===== config.mk =====
export PLATFORM = sky130hd
export DESIGN_NAME = mips
export DESIGN_NICKNAME = d
export VERILOG_FILES = /design/src/rtl/mips_pkg.sv /design/src/rtl/ex.sv /design/src/rtl/ex_mem.sv /design/src/rtl/id.sv /design/src/rtl/id_ex.sv /design/src/rtl/ifetch.sv /design/src/rtl/mem.sv /design/src/rtl/mips.sv /design/src/rtl/regfile.sv
export SDC_FILE = /design/constraint.sdc
export NUM_CORES = 2
export LEC_CHECK = 0
export BUFFER_PORTS_ARGS = -buffer_cell sky130_fd_sc_hd__clkbuf_2
export CORE_MARGIN = 5
export CORE_UTILIZATION = 50
export CTS_CLUSTER_SIZE = 14
export DETAILED_ROUTE_END_ITERATION = 6
export PLACE_DENSITY = 0.69
export SLEW_MARGIN = 30
export SYNTH_ARGS = -nofsm -noshare
export SYNTH_HDL_FRONTEND = slang
export SYNTH_HIERARCHICAL = 1
export SYNTH_SLANG_ARGS = --single-unit

===== constraint.sdc =====
create_clock -name clk -period 5.7 [get_ports clk]
set_input_delay 1.425 -clock clk [delete_from_list [all_inputs] [get_ports clk]]
set_output_delay 1.425 -clock clk [all_outputs]
set_load 0.1 [all_outputs]

===== src/rtl/mips_pkg.sv =====
package mips_pkg;

    localparam int REG_ADDR_W = 5;

    // primary opcode field, inst[31:26]
    typedef enum logic [5:0] {
        OP_SPECIAL = 6'h00,
        OP_J       = 6'h02,
        OP_BEQ     = 6'h04,
        OP_BNE     = 6'h05,
        OP_ADDIU   = 6'h09,
        OP_ORI     = 6'h0d,
        OP_LUI     = 6'h0f,
        OP_LW      = 6'h23,
        OP_SW      = 6'h2b
    } op_e;

    typedef enum logic [5:0] {
        F_SLL  = 6'h00,
        F_ADDU = 6'h21,
        F_SUBU = 6'h23,
        F_AND  = 6'h24,
        F_OR   = 6'h25,
        F_XOR  = 6'h26,
        F_SLT  = 6'h2a
    } funct_e;

    typedef enum logic [3:0] {
        ALU_NOP,
        ALU_ADD,
        ALU_SUB,
        ALU_AND,
        ALU_OR,
        ALU_XOR,
        ALU_SLT,
        ALU_SLL,
        ALU_LUI
    } alu_op_e;

endpackage


===== src/rtl/ex.sv =====
`timescale 1ns/100ps

module ex
    import mips_pkg::*;
(
    input  alu_op_e               alu_op_i,
    input  logic [31:0]           reg1_i,
    input  logic [31:0]           reg2_i,
    input  logic                  wreg_i,
    input  logic [REG_ADDR_W-1:0] wd_i,
    input  logic                  mem_read_i,
    input  logic                  mem_write_i,
    input  logic [31:0]           store_data_i,
    output logic                  wreg_o,
    output logic [REG_ADDR_W-1:0] wd_o,
    output logic [31:0]           wdata_o,
    output logic                  is_load_o,
    output logic [31:0]           mem_addr_o,
    output logic                  mem_read_o,
    output logic                  mem_write_o,
    output logic [31:0]           store_data_o
);

    logic [31:0] sum;

    assign sum = reg1_i + reg2_i;

    always_comb begin
        case (alu_op_i)
            ALU_ADD: wdata_o = sum;
            ALU_SUB: wdata_o = reg1_i - reg2_i;
            ALU_AND: wdata_o = reg1_i & reg2_i;
            ALU_OR:  wdata_o = reg1_i | reg2_i;
            ALU_XOR: wdata_o = reg1_i ^ reg2_i;
            ALU_SLT: wdata_o = {31'b0, $signed(reg1_i) < $signed(reg2_i)};
            ALU_SLL: wdata_o = reg2_i << reg1_i[4:0];
            ALU_LUI: wdata_o = reg2_i; // already shifted in decode
            default: wdata_o = '0;
        endcase
    end

    assign mem_addr_o   = sum; // base plus offset
    assign is_load_o    = mem_read_i;
    assign wreg_o       = wreg_i;
    assign wd_o         = wd_i;
    assign mem_read_o   = mem_read_i;
    assign mem_write_o  = mem_write_i;
    assign store_data_o = store_data_i;

endmodule


===== src/rtl/ex_mem.sv =====
`timescale 1ns/100ps

module ex_mem
    import mips_pkg::*;
(
    input  logic                  clk,
    input  logic                  rst,
    input  logic                  wreg_i,
    input  logic [REG_ADDR_W-1:0] wd_i,
    input  logic [31:0]           wdata_i,
    input  logic [31:0]           mem_addr_i,
    input  logic                  mem_read_i,
    input  logic                  mem_write_i,
    input  logic [31:0]           store_data_i,
    input  logic [31:0]           pc_i,
    output logic                  mem_wreg_o,
    output logic [REG_ADDR_W-1:0] mem_wd_o,
    output logic [31:0]           mem_wdata_o,
    output logic [31:0]           mem_addr_o,
    output logic                  mem_read_o,
    output logic                  mem_write_o,
    output logic [31:0]           mem_store_data_o,
    output logic [31:0]           mem_pc_o
);

    always_ff @(posedge clk) begin
        if (rst) begin
            mem_wreg_o  <= 1'b0;
            mem_read_o  <= 1'b0;
            mem_write_o <= 1'b0;
        end else begin
            mem_wreg_o  <= wreg_i;
            mem_read_o  <= mem_read_i;
            mem_write_o <= mem_write_i;
        end
    end

    always_ff @(posedge clk) begin
        mem_wd_o         <= wd_i;
        mem_wdata_o      <= wdata_i;
        mem_addr_o       <= mem_addr_i;
        mem_store_data_o <= store_data_i;
        mem_pc_o         <= pc_i;
    end

endmodule


===== src/rtl/id.sv =====
`timescale 1ns/100ps

module id
    import mips_pkg::*;
(
    input  logic                  rst,
    input  logic [31:0]           pc_i,
    input  logic [31:0]           inst_i,
    input  logic [31:0]           reg1_data_i,
    input  logic [31:0]           reg2_data_i,
    input  logic                  ex_wreg_i,
    input  logic [REG_ADDR_W-1:0] ex_wd_i,
    input  logic [31:0]           ex_wdata_i,
    input  logic                  ex_is_load_i,
    input  logic                  mem_wreg_i,
    input  logic [REG_ADDR_W-1:0] mem_wd_i,
    input  logic [31:0]           mem_wdata_i,
    output logic                  reg1_re_o,
    output logic [REG_ADDR_W-1:0] reg1_addr_o,
    output logic                  reg2_re_o,
    output logic [REG_ADDR_W-1:0] reg2_addr_o,
    output alu_op_e               alu_op_o,
    output logic [31:0]           reg1_o,
    output logic [31:0]           reg2_o,
    output logic                  wreg_o,
    output logic [REG_ADDR_W-1:0] wd_o,
    output logic                  mem_read_o,
    output logic                  mem_write_o,
    output logic [31:0]           store_data_o,
    output logic                  branch_flag_o,
    output logic [31:0]           branch_target_o,
    output logic                  stall_req_o
);

    op_e                   op;
    funct_e                funct;
    logic [REG_ADDR_W-1:0] rs, rt, rd;
    logic [31:0]           imm, imm_sext, pc_plus4;
    logic                  imm_op;
    logic [31:0]           rs_val, rt_val;

    assign op       = op_e'(inst_i[31:26]);
    assign funct    = funct_e'(inst_i[5:0]);
    assign rs       = inst_i[25:21];
    assign rt       = inst_i[20:16];
    assign rd       = inst_i[15:11];
    assign imm_sext = {{16{inst_i[15]}}, inst_i[15:0]};
    assign pc_plus4 = pc_i + 32'd4;

    assign reg1_addr_o = rs;
    assign reg2_addr_o = rt;

    function automatic logic [31:0] fwd(input logic [REG_ADDR_W-1:0] addr,
                                        input logic [31:0] rf_data);
        logic [31:0] val;
        if (addr != '0 && ex_wreg_i && ex_wd_i == addr) begin
            val = ex_wdata_i; // youngest producer first
        end else if (addr != '0 && mem_wreg_i && mem_wd_i == addr) begin
            val = mem_wdata_i;
        end else begin
            val = rf_data;
        end
        return val;
    endfunction

    always_comb begin
        rs_val = fwd(rs, reg1_data_i);
        rt_val = fwd(rt, reg2_data_i);
    end

    always_comb begin
        alu_op_o      = ALU_NOP;
        reg1_re_o     = 1'b0;
        reg2_re_o     = 1'b0;
        wreg_o        = 1'b0;
        wd_o          = rt;
        mem_read_o    = 1'b0;
        mem_write_o   = 1'b0;
        imm           = imm_sext;
        imm_op        = 1'b1;
        branch_flag_o = 1'b0;
        case (op)
            OP_SPECIAL: begin
                reg1_re_o = 1'b1;
                reg2_re_o = 1'b1;
                wreg_o    = 1'b1;
                wd_o      = rd;
                imm_op    = 1'b0;
                case (funct)
                    F_ADDU: alu_op_o = ALU_ADD;
                    F_SUBU: alu_op_o = ALU_SUB;
                    F_AND:  alu_op_o = ALU_AND;
                    F_OR:   alu_op_o = ALU_OR;
                    F_XOR:  alu_op_o = ALU_XOR;
                    F_SLT:  alu_op_o = ALU_SLT;
                    F_SLL: begin
                        alu_op_o  = ALU_SLL;
                        reg1_re_o = 1'b0;
                        imm       = {27'b0, inst_i[10:6]}; // sa goes in as reg1
                    end
                    default: wreg_o = 1'b0;
                endcase
            end
            OP_ADDIU: begin
                alu_op_o  = ALU_ADD;
                reg1_re_o = 1'b1;
                wreg_o    = 1'b1;
            end
            OP_ORI: begin
                alu_op_o  = ALU_OR;
                reg1_re_o = 1'b1;
                wreg_o    = 1'b1;
                imm       = {16'b0, inst_i[15:0]};
            end
            OP_LUI: begin
                alu_op_o = ALU_LUI;
                wreg_o   = 1'b1;
                imm      = {inst_i[15:0], 16'b0};
            end
            OP_LW: begin
                alu_op_o   = ALU_ADD;
                reg1_re_o  = 1'b1;
                wreg_o     = 1'b1;
                mem_read_o = 1'b1;
            end
            OP_SW: begin
                alu_op_o    = ALU_ADD;
                reg1_re_o   = 1'b1;
                reg2_re_o   = 1'b1; // rt is the store data
                mem_write_o = 1'b1;
            end
            OP_BEQ, OP_BNE: begin
                reg1_re_o     = 1'b1;
                reg2_re_o     = 1'b1;
                branch_flag_o = (rs_val == rt_val) ^ (op == OP_BNE);
            end
            OP_J: branch_flag_o = 1'b1;
            default: imm_op = 1'b0;
        endcase
    end

    assign reg1_o       = reg1_re_o ? rs_val : imm;
    assign reg2_o       = imm_op ? imm : rt_val;
    assign store_data_o = rt_val;

    assign branch_target_o = (op == OP_J) ? {pc_plus4[31:28], inst_i[25:0], 2'b00}
                                          : pc_plus4 + {imm_sext[29:0], 2'b00};

    // load in execute feeding this instruction
    assign stall_req_o = !rst && ex_is_load_i && ex_wd_i != '0 &&
                         ((reg1_re_o && ex_wd_i == rs) || (reg2_re_o && ex_wd_i == rt));

endmodule


===== src/rtl/id_ex.sv =====
`timescale 1ns/100ps

module id_ex
    import mips_pkg::*;
(
    input  logic                  clk,
    input  logic                  rst,
    input  logic                  stall_i,
    input  alu_op_e               alu_op_i,
    input  logic [31:0]           reg1_i,
    input  logic [31:0]           reg2_i,
    input  logic                  wreg_i,
    input  logic [REG_ADDR_W-1:0] wd_i,
    input  logic                  mem_read_i,
    input  logic                  mem_write_i,
    input  logic [31:0]           store_data_i,
    input  logic [31:0]           pc_i,
    output alu_op_e               ex_alu_op_o,
    output logic [31:0]           ex_reg1_o,
    output logic [31:0]           ex_reg2_o,
    output logic                  ex_wreg_o,
    output logic [REG_ADDR_W-1:0] ex_wd_o,
    output logic                  ex_mem_read_o,
    output logic                  ex_mem_write_o,
    output logic [31:0]           ex_store_data_o,
    output logic [31:0]           ex_pc_o
);

    // bubble on stall: no write, no memory access
    always_ff @(posedge clk) begin
        if (rst || stall_i) begin
            ex_alu_op_o    <= ALU_NOP;
            ex_wreg_o      <= 1'b0;
            ex_mem_read_o  <= 1'b0;
            ex_mem_write_o <= 1'b0;
        end else begin
            ex_alu_op_o    <= alu_op_i;
            ex_wreg_o      <= wreg_i;
            ex_mem_read_o  <= mem_read_i;
            ex_mem_write_o <= mem_write_i;
        end
    end

    always_ff @(posedge clk) begin
        ex_reg1_o       <= reg1_i;
        ex_reg2_o       <= reg2_i;
        ex_wd_o         <= wd_i;
        ex_store_data_o <= store_data_i;
        ex_pc_o         <= pc_i;
    end

endmodule


===== src/rtl/ifetch.sv =====
`timescale 1ns/100ps

module ifetch #(
    parameter logic [31:0] RESET_PC = 32'hbfc00000
) (
    input  logic        clk,
    input  logic        rst,
    input  logic        stall_i,
    input  logic        branch_flag_i,
    input  logic [31:0] branch_target_i,
    input  logic [31:0] inst_rdata_i,
    output logic        inst_ce_o,
    output logic [31:0] inst_addr_o,
    output logic [31:0] id_pc_o,
    output logic [31:0] id_inst_o
);

    logic [31:0] pc;

    assign inst_addr_o = pc;

    always_ff @(posedge clk) begin
        if (rst) begin
            pc <= RESET_PC;
            inst_ce_o <= 1'b0;
        end else begin
            inst_ce_o <= 1'b1;
            if (inst_ce_o && !stall_i) begin // first fetch is at RESET_PC
                pc <= branch_flag_i ? branch_target_i : pc + 32'd4;
            end
        end
    end

    // IF/ID register held while decode waits on a load
    always_ff @(posedge clk) begin
        if (rst) begin
            id_pc_o <= '0;
            id_inst_o <= '0;
        end else if (!stall_i) begin
            id_pc_o <= pc;
            id_inst_o <= inst_ce_o ? inst_rdata_i : '0; // nop until fetch starts
        end
    end

endmodule


===== src/rtl/mem.sv =====
`timescale 1ns/100ps

module mem
    import mips_pkg::*;
(
    input  logic                  clk,
    input  logic                  rst,
    input  logic [31:0]           pc_i,
    input  logic                  wreg_i,
    input  logic [REG_ADDR_W-1:0] wd_i,
    input  logic [31:0]           wdata_i,
    input  logic                  mem_read_i,
    input  logic                  mem_write_i,
    input  logic [31:0]           mem_addr_i,
    input  logic [31:0]           store_data_i,
    input  logic [31:0]           ram_data_i,
    output logic                  ram_ce_o,
    output logic                  ram_we_o,
    output logic [3:0]            ram_sel_o,
    output logic [31:0]           ram_addr_o,
    output logic [31:0]           ram_data_o,
    output logic                  fwd_wreg_o,
    output logic [REG_ADDR_W-1:0] fwd_wd_o,
    output logic [31:0]           fwd_wdata_o,
    output logic [31:0]           wb_pc_o,
    output logic                  wb_wreg_o,
    output logic [REG_ADDR_W-1:0] wb_wd_o,
    output logic [31:0]           wb_wdata_o
);

    assign ram_ce_o   = mem_read_i || mem_write_i;
    assign ram_we_o   = mem_write_i;
    assign ram_sel_o  = {4{mem_write_i}}; // word stores only
    assign ram_addr_o = mem_addr_i;
    assign ram_data_o = store_data_i;

    // loaded word replaces the address computed in execute
    assign fwd_wreg_o  = wreg_i;
    assign fwd_wd_o    = wd_i;
    assign fwd_wdata_o = mem_read_i ? ram_data_i : wdata_i;

    always_ff @(posedge clk) begin
        if (rst) begin
            wb_wreg_o <= 1'b0;
        end else begin
            wb_wreg_o <= wreg_i;
        end
    end

    always_ff @(posedge clk) begin
        wb_wd_o    <= wd_i;
        wb_wdata_o <= fwd_wdata_o;
        wb_pc_o    <= pc_i;
    end

endmodule


===== src/rtl/mips.sv =====
`timescale 1ns/100ps

module mips
    import mips_pkg::*;
#(
    parameter logic [31:0] RESET_PC = 32'hbfc00000
) (
    input  logic        clk,
    input  logic        rst,
    output logic        inst_ce_o,
    output logic [31:0] inst_addr_o,
    input  logic [31:0] inst_rdata_i,
    output logic        ram_ce_o,
    output logic        ram_we_o,
    output logic [3:0]  ram_sel_o,
    output logic [31:0] ram_addr_o,
    output logic [31:0] ram_data_o,
    input  logic [31:0] ram_data_i,
    output logic [31:0] debug_wb_pc_o,
    output logic [3:0]  debug_wb_rf_wen_o,
    output logic [4:0]  debug_wb_rf_wnum_o,
    output logic [31:0] debug_wb_rf_wdata_o
);

    logic [31:0]           id_pc, id_inst, branch_target;
    logic                  branch_flag, stall_req;
    logic                  reg1_re, reg2_re;
    logic [REG_ADDR_W-1:0] reg1_addr, reg2_addr;
    logic [31:0]           reg1_data, reg2_data;
    alu_op_e               id_alu_op, idex_alu_op;
    logic [31:0]           id_reg1, id_reg2, id_store_data;
    logic                  id_wreg, id_mem_read, id_mem_write;
    logic [REG_ADDR_W-1:0] id_wd, idex_wd, ex_wd, exmem_wd, fwd_wd, wb_wd;
    logic [31:0]           idex_reg1, idex_reg2, idex_store_data, idex_pc;
    logic                  idex_wreg, idex_mem_read, idex_mem_write;
    logic                  ex_wreg, ex_is_load, ex_mem_read, ex_mem_write;
    logic [31:0]           ex_wdata, ex_mem_addr, ex_store_data;
    logic                  exmem_wreg, exmem_mem_read, exmem_mem_write;
    logic [31:0]           exmem_wdata, exmem_mem_addr, exmem_store_data, exmem_pc;
    logic                  fwd_wreg, wb_wreg;
    logic [31:0]           fwd_wdata, wb_wdata, wb_pc;

    assign debug_wb_pc_o       = wb_pc;
    assign debug_wb_rf_wen_o   = {4{wb_wreg && wb_wd != '0}};
    assign debug_wb_rf_wnum_o  = wb_wd;
    assign debug_wb_rf_wdata_o = wb_wdata;

    ifetch #(.RESET_PC(RESET_PC)) if0(.clk(clk), .rst(rst), .stall_i(stall_req),
        .branch_flag_i(branch_flag), .branch_target_i(branch_target),
        .inst_rdata_i(inst_rdata_i), .inst_ce_o(inst_ce_o), .inst_addr_o(inst_addr_o),
        .id_pc_o(id_pc), .id_inst_o(id_inst));

    id id0(.rst(rst), .pc_i(id_pc), .inst_i(id_inst),
        .reg1_data_i(reg1_data), .reg2_data_i(reg2_data),
        .ex_wreg_i(ex_wreg), .ex_wd_i(ex_wd), .ex_wdata_i(ex_wdata), .ex_is_load_i(ex_is_load),
        .mem_wreg_i(fwd_wreg), .mem_wd_i(fwd_wd), .mem_wdata_i(fwd_wdata),
        .reg1_re_o(reg1_re), .reg1_addr_o(reg1_addr), .reg2_re_o(reg2_re), .reg2_addr_o(reg2_addr),
        .alu_op_o(id_alu_op), .reg1_o(id_reg1), .reg2_o(id_reg2),
        .wreg_o(id_wreg), .wd_o(id_wd), .mem_read_o(id_mem_read), .mem_write_o(id_mem_write),
        .store_data_o(id_store_data), .branch_flag_o(branch_flag),
        .branch_target_o(branch_target), .stall_req_o(stall_req));

    regfile regfile0(.clk(clk), .rst(rst), .we_i(wb_wreg), .waddr_i(wb_wd), .wdata_i(wb_wdata),
        .re1_i(reg1_re), .raddr1_i(reg1_addr), .rdata1_o(reg1_data),
        .re2_i(reg2_re), .raddr2_i(reg2_addr), .rdata2_o(reg2_data));

    id_ex id_ex0(.clk(clk), .rst(rst), .stall_i(stall_req),
        .alu_op_i(id_alu_op), .reg1_i(id_reg1), .reg2_i(id_reg2), .wreg_i(id_wreg), .wd_i(id_wd),
        .mem_read_i(id_mem_read), .mem_write_i(id_mem_write), .store_data_i(id_store_data),
        .pc_i(id_pc), .ex_alu_op_o(idex_alu_op), .ex_reg1_o(idex_reg1), .ex_reg2_o(idex_reg2),
        .ex_wreg_o(idex_wreg), .ex_wd_o(idex_wd), .ex_mem_read_o(idex_mem_read),
        .ex_mem_write_o(idex_mem_write), .ex_store_data_o(idex_store_data), .ex_pc_o(idex_pc));

    ex ex0(.alu_op_i(idex_alu_op), .reg1_i(idex_reg1), .reg2_i(idex_reg2),
        .wreg_i(idex_wreg), .wd_i(idex_wd), .mem_read_i(idex_mem_read),
        .mem_write_i(idex_mem_write), .store_data_i(idex_store_data),
        .wreg_o(ex_wreg), .wd_o(ex_wd), .wdata_o(ex_wdata), .is_load_o(ex_is_load),
        .mem_addr_o(ex_mem_addr), .mem_read_o(ex_mem_read), .mem_write_o(ex_mem_write),
        .store_data_o(ex_store_data));

    ex_mem ex_mem0(.clk(clk), .rst(rst), .wreg_i(ex_wreg), .wd_i(ex_wd), .wdata_i(ex_wdata),
        .mem_addr_i(ex_mem_addr), .mem_read_i(ex_mem_read), .mem_write_i(ex_mem_write),
        .store_data_i(ex_store_data), .pc_i(idex_pc),
        .mem_wreg_o(exmem_wreg), .mem_wd_o(exmem_wd), .mem_wdata_o(exmem_wdata),
        .mem_addr_o(exmem_mem_addr), .mem_read_o(exmem_mem_read), .mem_write_o(exmem_mem_write),
        .mem_store_data_o(exmem_store_data), .mem_pc_o(exmem_pc));

    mem mem0(.clk(clk), .rst(rst), .pc_i(exmem_pc), .wreg_i(exmem_wreg), .wd_i(exmem_wd),
        .wdata_i(exmem_wdata), .mem_read_i(exmem_mem_read), .mem_write_i(exmem_mem_write),
        .mem_addr_i(exmem_mem_addr), .store_data_i(exmem_store_data), .ram_data_i(ram_data_i),
        .ram_ce_o(ram_ce_o), .ram_we_o(ram_we_o), .ram_sel_o(ram_sel_o),
        .ram_addr_o(ram_addr_o), .ram_data_o(ram_data_o),
        .fwd_wreg_o(fwd_wreg), .fwd_wd_o(fwd_wd), .fwd_wdata_o(fwd_wdata),
        .wb_pc_o(wb_pc), .wb_wreg_o(wb_wreg), .wb_wd_o(wb_wd), .wb_wdata_o(wb_wdata));

endmodule


===== src/rtl/regfile.sv =====
`timescale 1ns/100ps

module regfile
    import mips_pkg::*;
(
    input  logic                  clk,
    input  logic                  rst,
    input  logic                  we_i,
    input  logic [REG_ADDR_W-1:0] waddr_i,
    input  logic [31:0]           wdata_i,
    input  logic                  re1_i,
    input  logic [REG_ADDR_W-1:0] raddr1_i,
    output logic [31:0]           rdata1_o,
    input  logic                  re2_i,
    input  logic [REG_ADDR_W-1:0] raddr2_i,
    output logic [31:0]           rdata2_o
);

    logic [31:0] regs [32];
    logic        wr_en;

    assign wr_en = we_i && !rst && waddr_i != '0; // r0 stays zero

    always_ff @(posedge clk) begin
        if (wr_en) begin
            regs[waddr_i] <= wdata_i;
        end
    end

    function automatic logic [31:0] read_port(input logic re,
                                              input logic [REG_ADDR_W-1:0] addr);
        logic [31:0] val;
        if (!re || addr == '0) begin
            val = '0;
        end else if (wr_en && addr == waddr_i) begin
            val = wdata_i; // write-through
        end else begin
            val = regs[addr];
        end
        return val;
    endfunction

    always_comb begin
        rdata1_o = read_port(re1_i, raddr1_i);
        rdata2_o = read_port(re2_i, raddr2_i);
    end

endmodule


==> flow_summary.json <==
{
  "status": "complete, but fails checks",
  "violations": "setup timing",
  "ys_async_sr_fraction_pct": 0,
  "yosys_most_used_dff": "edfxtp_1",
  "synthMostInstantiatedCell": "edfxtp_1",
  "synth_top_area_share_pct": 41.52,
  "clk_pin_slew_ns": 0.06,
  "wl_met2_um": 119400,
  "cap_violations": 0,
  "clock_latency_ns": 0.83,
  "grt_pass1_wl_um": 388800,
  "core-area_um2": 147500,
  "gp_congestion": 1.007,
  "cts_hold_buf": 0,
  "finClkSkew_ns": 0.05118,
  "dp_slack_ns": -0.6157,
  "cp_num_buf_inv": 5,
  "drc_errors": 0,
  "cts-buffers-inserted": 160,
  "setup_viol": 26,
  "drv_slew": 0,
  "grt_max_degree": 66,
  "start_util_pct": 50.22,
  "criticalPathCategory": "reg -> reg",
  "clockRootBuffer": "clkbuf_16",
  "path_cells": "buf_4, ha_1, a21oi_4, o31ai_2, a41o_1, a221o_1, buf_4, or2_4, a31oi_4, nor4_2, nor4_2, a2bb2oi_2, buf_6, nor3_2, a31oi_2, xor2_1, nor4_2, buf_4, nand4_1, or4_4, nand3_4, clkinvlp_4, or3_1, a31o_2",
  "min_from": "ex_mem0/mem_pc_o[17]",
  "nNetsFinal": 6432,
  "synth_cell_types": 127,
  "vias_per_cell": 6.869,
  "power_w": 0.02977,
  "cts_tree": "built",
  "wl_met1_um": 100600,
  "min_period_ns": 5.881,
  "cts_max_level": 4,
  "syn_area_um2": 74070,
  "ys_warn_count": 6,
  "area_growth_pct": 17.51,
  "synth_area_leaders": "edfxtp_1 (42%), dfxtp_1 (12%), mux4_2 (12%)",
  "clock-sinks": 1467,
  "met3_length_um": 35440,
  "die_x_um": 394.9,
  "worst_pin_slew_ns": 1.072,
  "ys_seq_area_share_pct": 53.49,
  "max-slew-margin-rel_pct": 28.35,
  "top_layer": "met5",
  "ant_nets": 0,
  "required_ns": 6.40,
  "synth.largest_area_cell": "edfxtp_1",
  "drive_gt1_share_pct": 29.56,
  "drt-total-wl_um": 274800,
  "drtIter0Drc": 7574,
  "crit_path_max_fanout": 7,
  "portBuffers": 241,
  "hpwl_um": 184200,
  "routed-via-count": 57020,
  "antenna_found_initial": 19,
  "finalHoldViolCount": 0,
  "crit_path_start": "id_ex0/ex_reg2_o[15]",
  "crit_family": "simple AND/OR/NAND/NOR gates",
  "leakagePower_nw": 30.71,
  "placed_area_um2": 80630,
  "first_global_vias": 54740,
  "fp.dieH_um": 394.9,
  "track_usage_pct": 34.09,
  "grt-ovfl-total": 0,
  "cpPeakStageDelay_ns": 0.56,
  "timing.rr.start": "id_ex0/ex_reg2_o[15]",
  "core.rowCount": 141,
  "synth_edf_count": 1024,
  "critPathSlowestCell": "or4_4",
  "ir_drop_uv": 336.8,
  "post_drt_wl_per_cell_um": 33.11,
  "synth_common_cells": "edfxtp_1 (1,024), dfxtp_1 (443), mux4_2 (386), mux2i_1 (343), nor2_1 (334)",
  "dr.pass1.iters": 6,
  "io_pins": 242,
  "ys_ff_latch": 1467,
  "pwr_density_cell_nw_per_um2": 342.1,
  "avgSynthCellArea_um2": 13.03,
  "start_kind": "flop",
  "finalInstanceArea_um2": 87030,
  "rsz0062_at_grt": "yes",
  "dieArea_um2": 155900,
  "whs_ns": 0.3215,
  "endpoint_kind": "flop",
  "fin_crit_sh_pct": 103.2,
  "hold_path_class": "reg -> reg",
  "syn-instance-count": 5683,
  "fmax_mhz": 170.0,
  "setup_ws_ns": -0.1810,
  "cp_data_arrival_time_ns": 6.59,
  "clockBufferDepth": 3
}
==> per-layer routing <==
layer | vias up | global-route usage, %
met3 | 899 | 9.169
met4 | 10 | 19.60
met5 | - | 0
met1 | 28570 | 45.60
met2 | 4214 | 50.38
li1 | 23330 | -
==> stage by stage <==
step                cells  setup TNS (ns)  util [%]
finish               8301          -2.431     59.01
global route         8298          -6.391     59.01
CTS                  8273               0     58.53
detailed placement   7970          -15.48     54.67
global placement     7970          -15.18     54.66
floorplan            5714               0         -
==> cell families (layout without fill, tap and decap cells) <==
family / after synthesis / after routing / share of synthesized area [%]
XOR/XNOR: 142 / 142 / 1.679
multiplexers: 813 / 813 / 17.90
AO/OA/AOI/OAI: 1303 / 1303 / 12.29
flip-flops: 1467 / 1467 / 53.49
AND/OR/NAND/NOR: 1149 / 1149 / 7.625
other: 1 / 40 / 0.005063
buffers and inverters: 673 / 1322 / 4.701
adder cells (fa/ha/maj): 135 / 135 / 2.311
==> path summary, 6_finish.rpt <==
path                                            end  cells after the start  slack, ns
worst max register to register  if0/inst_addr_o[27]                     24      -0.18
worst min-delay path               mem0/wb_pc_o[17]                      0       0.32
worst min register to register     mem0/wb_pc_o[17]                      0       0.32
worst max-delay path            if0/inst_addr_o[27]                     24      -0.18
==> timing repair <==
item                       in CTS  in global routing
setup endpoints to repair      32                 32
pin swaps                      10                 53
cloned                          0                  1
setup buffers                   9                 18
resized for setup              41                116
==> cell usage in the layout, fill, tap and decap left out, types with 22 or more instances in the layout <==
master / instances
edfxtp_1: 1024
buf_4: 614
dfxtp_1: 424
mux4_2: 386
mux2i_1: 342
nor2_1: 292
a21oi_1: 268
clkbuf_2: 240
nand2_1: 237
a22oi_1: 200
o21ai_0: 197
nand3_1: 162
clkbuf_16: 161
ha_1: 118
nor3_1: 110
inv_1: 96
a221oi_1: 82
xnor2_1: 80
a31oi_1: 76
xor2_1: 62
a221o_1: 51
o221ai_1: 48
mux2_2: 48
buf_12: 45
nor2_4: 38
nand2b_1: 36
clkbuf_1: 33
a32o_1: 33
conb_1: 32
o21ai_1: 31
and3_1: 31
mux2_4: 31
a211o_1: 30
clkinv_2: 27
nor2b_1: 26
o211ai_1: 25
nand4_1: 24
or3_1: 23
a21o_1: 22
==> sequential cells by signal (all words and copies together), names as in the netlist, 4 cells and up <==
signal and cells:
ex_mem0/mem_wd_o 5, id_ex0/ex_alu_op_o 4, id_ex0/ex_reg2_o 32, mem0/wb_wd_o 5, id_ex0/ex_reg1_o 32, id_ex0/ex_pc_o 32, ex_mem0/mem_store_data_o 32, id_ex0/ex_store_data_o 32
mem0/wb_wdata_o 32, ex_mem0/mem_pc_o 32, if0/inst_addr_o 32, ex_mem0/mem_addr_o 32, ex_mem0/mem_wdata_o 32, if0/id_inst_o 32, if0/id_pc_o 32, id_ex0/ex_wd_o 5
regfile0/regs 1024, mem0/wb_pc_o 32
==> report_power, final <==
group / switching (W) / total (W) / internal (W)
registers: 0.000231 / 0.0125 / 0.0123
logic: 0.00454 / 0.00655 / 0.00201
clock network: 0.00458 / 0.0107 / 0.00616
==> final cells by class <==
| type | count | area [um^2] |
|---|---|---|
| inverter | 111 | 424.2 |
| sequential | 1467 | 39660 |
| multi-input combinational | 3574 | 32150 |
| timing repair buffer | 917 | 6939 |
| fill | 11610 | 60450 |
| clock inverter | 92 | 1171 |
| tap | 1930 | 2415 |
| antenna | 8 | 20.02 |
| clock buffer | 202 | 4252 |
(Power assumes the default switching activity.)
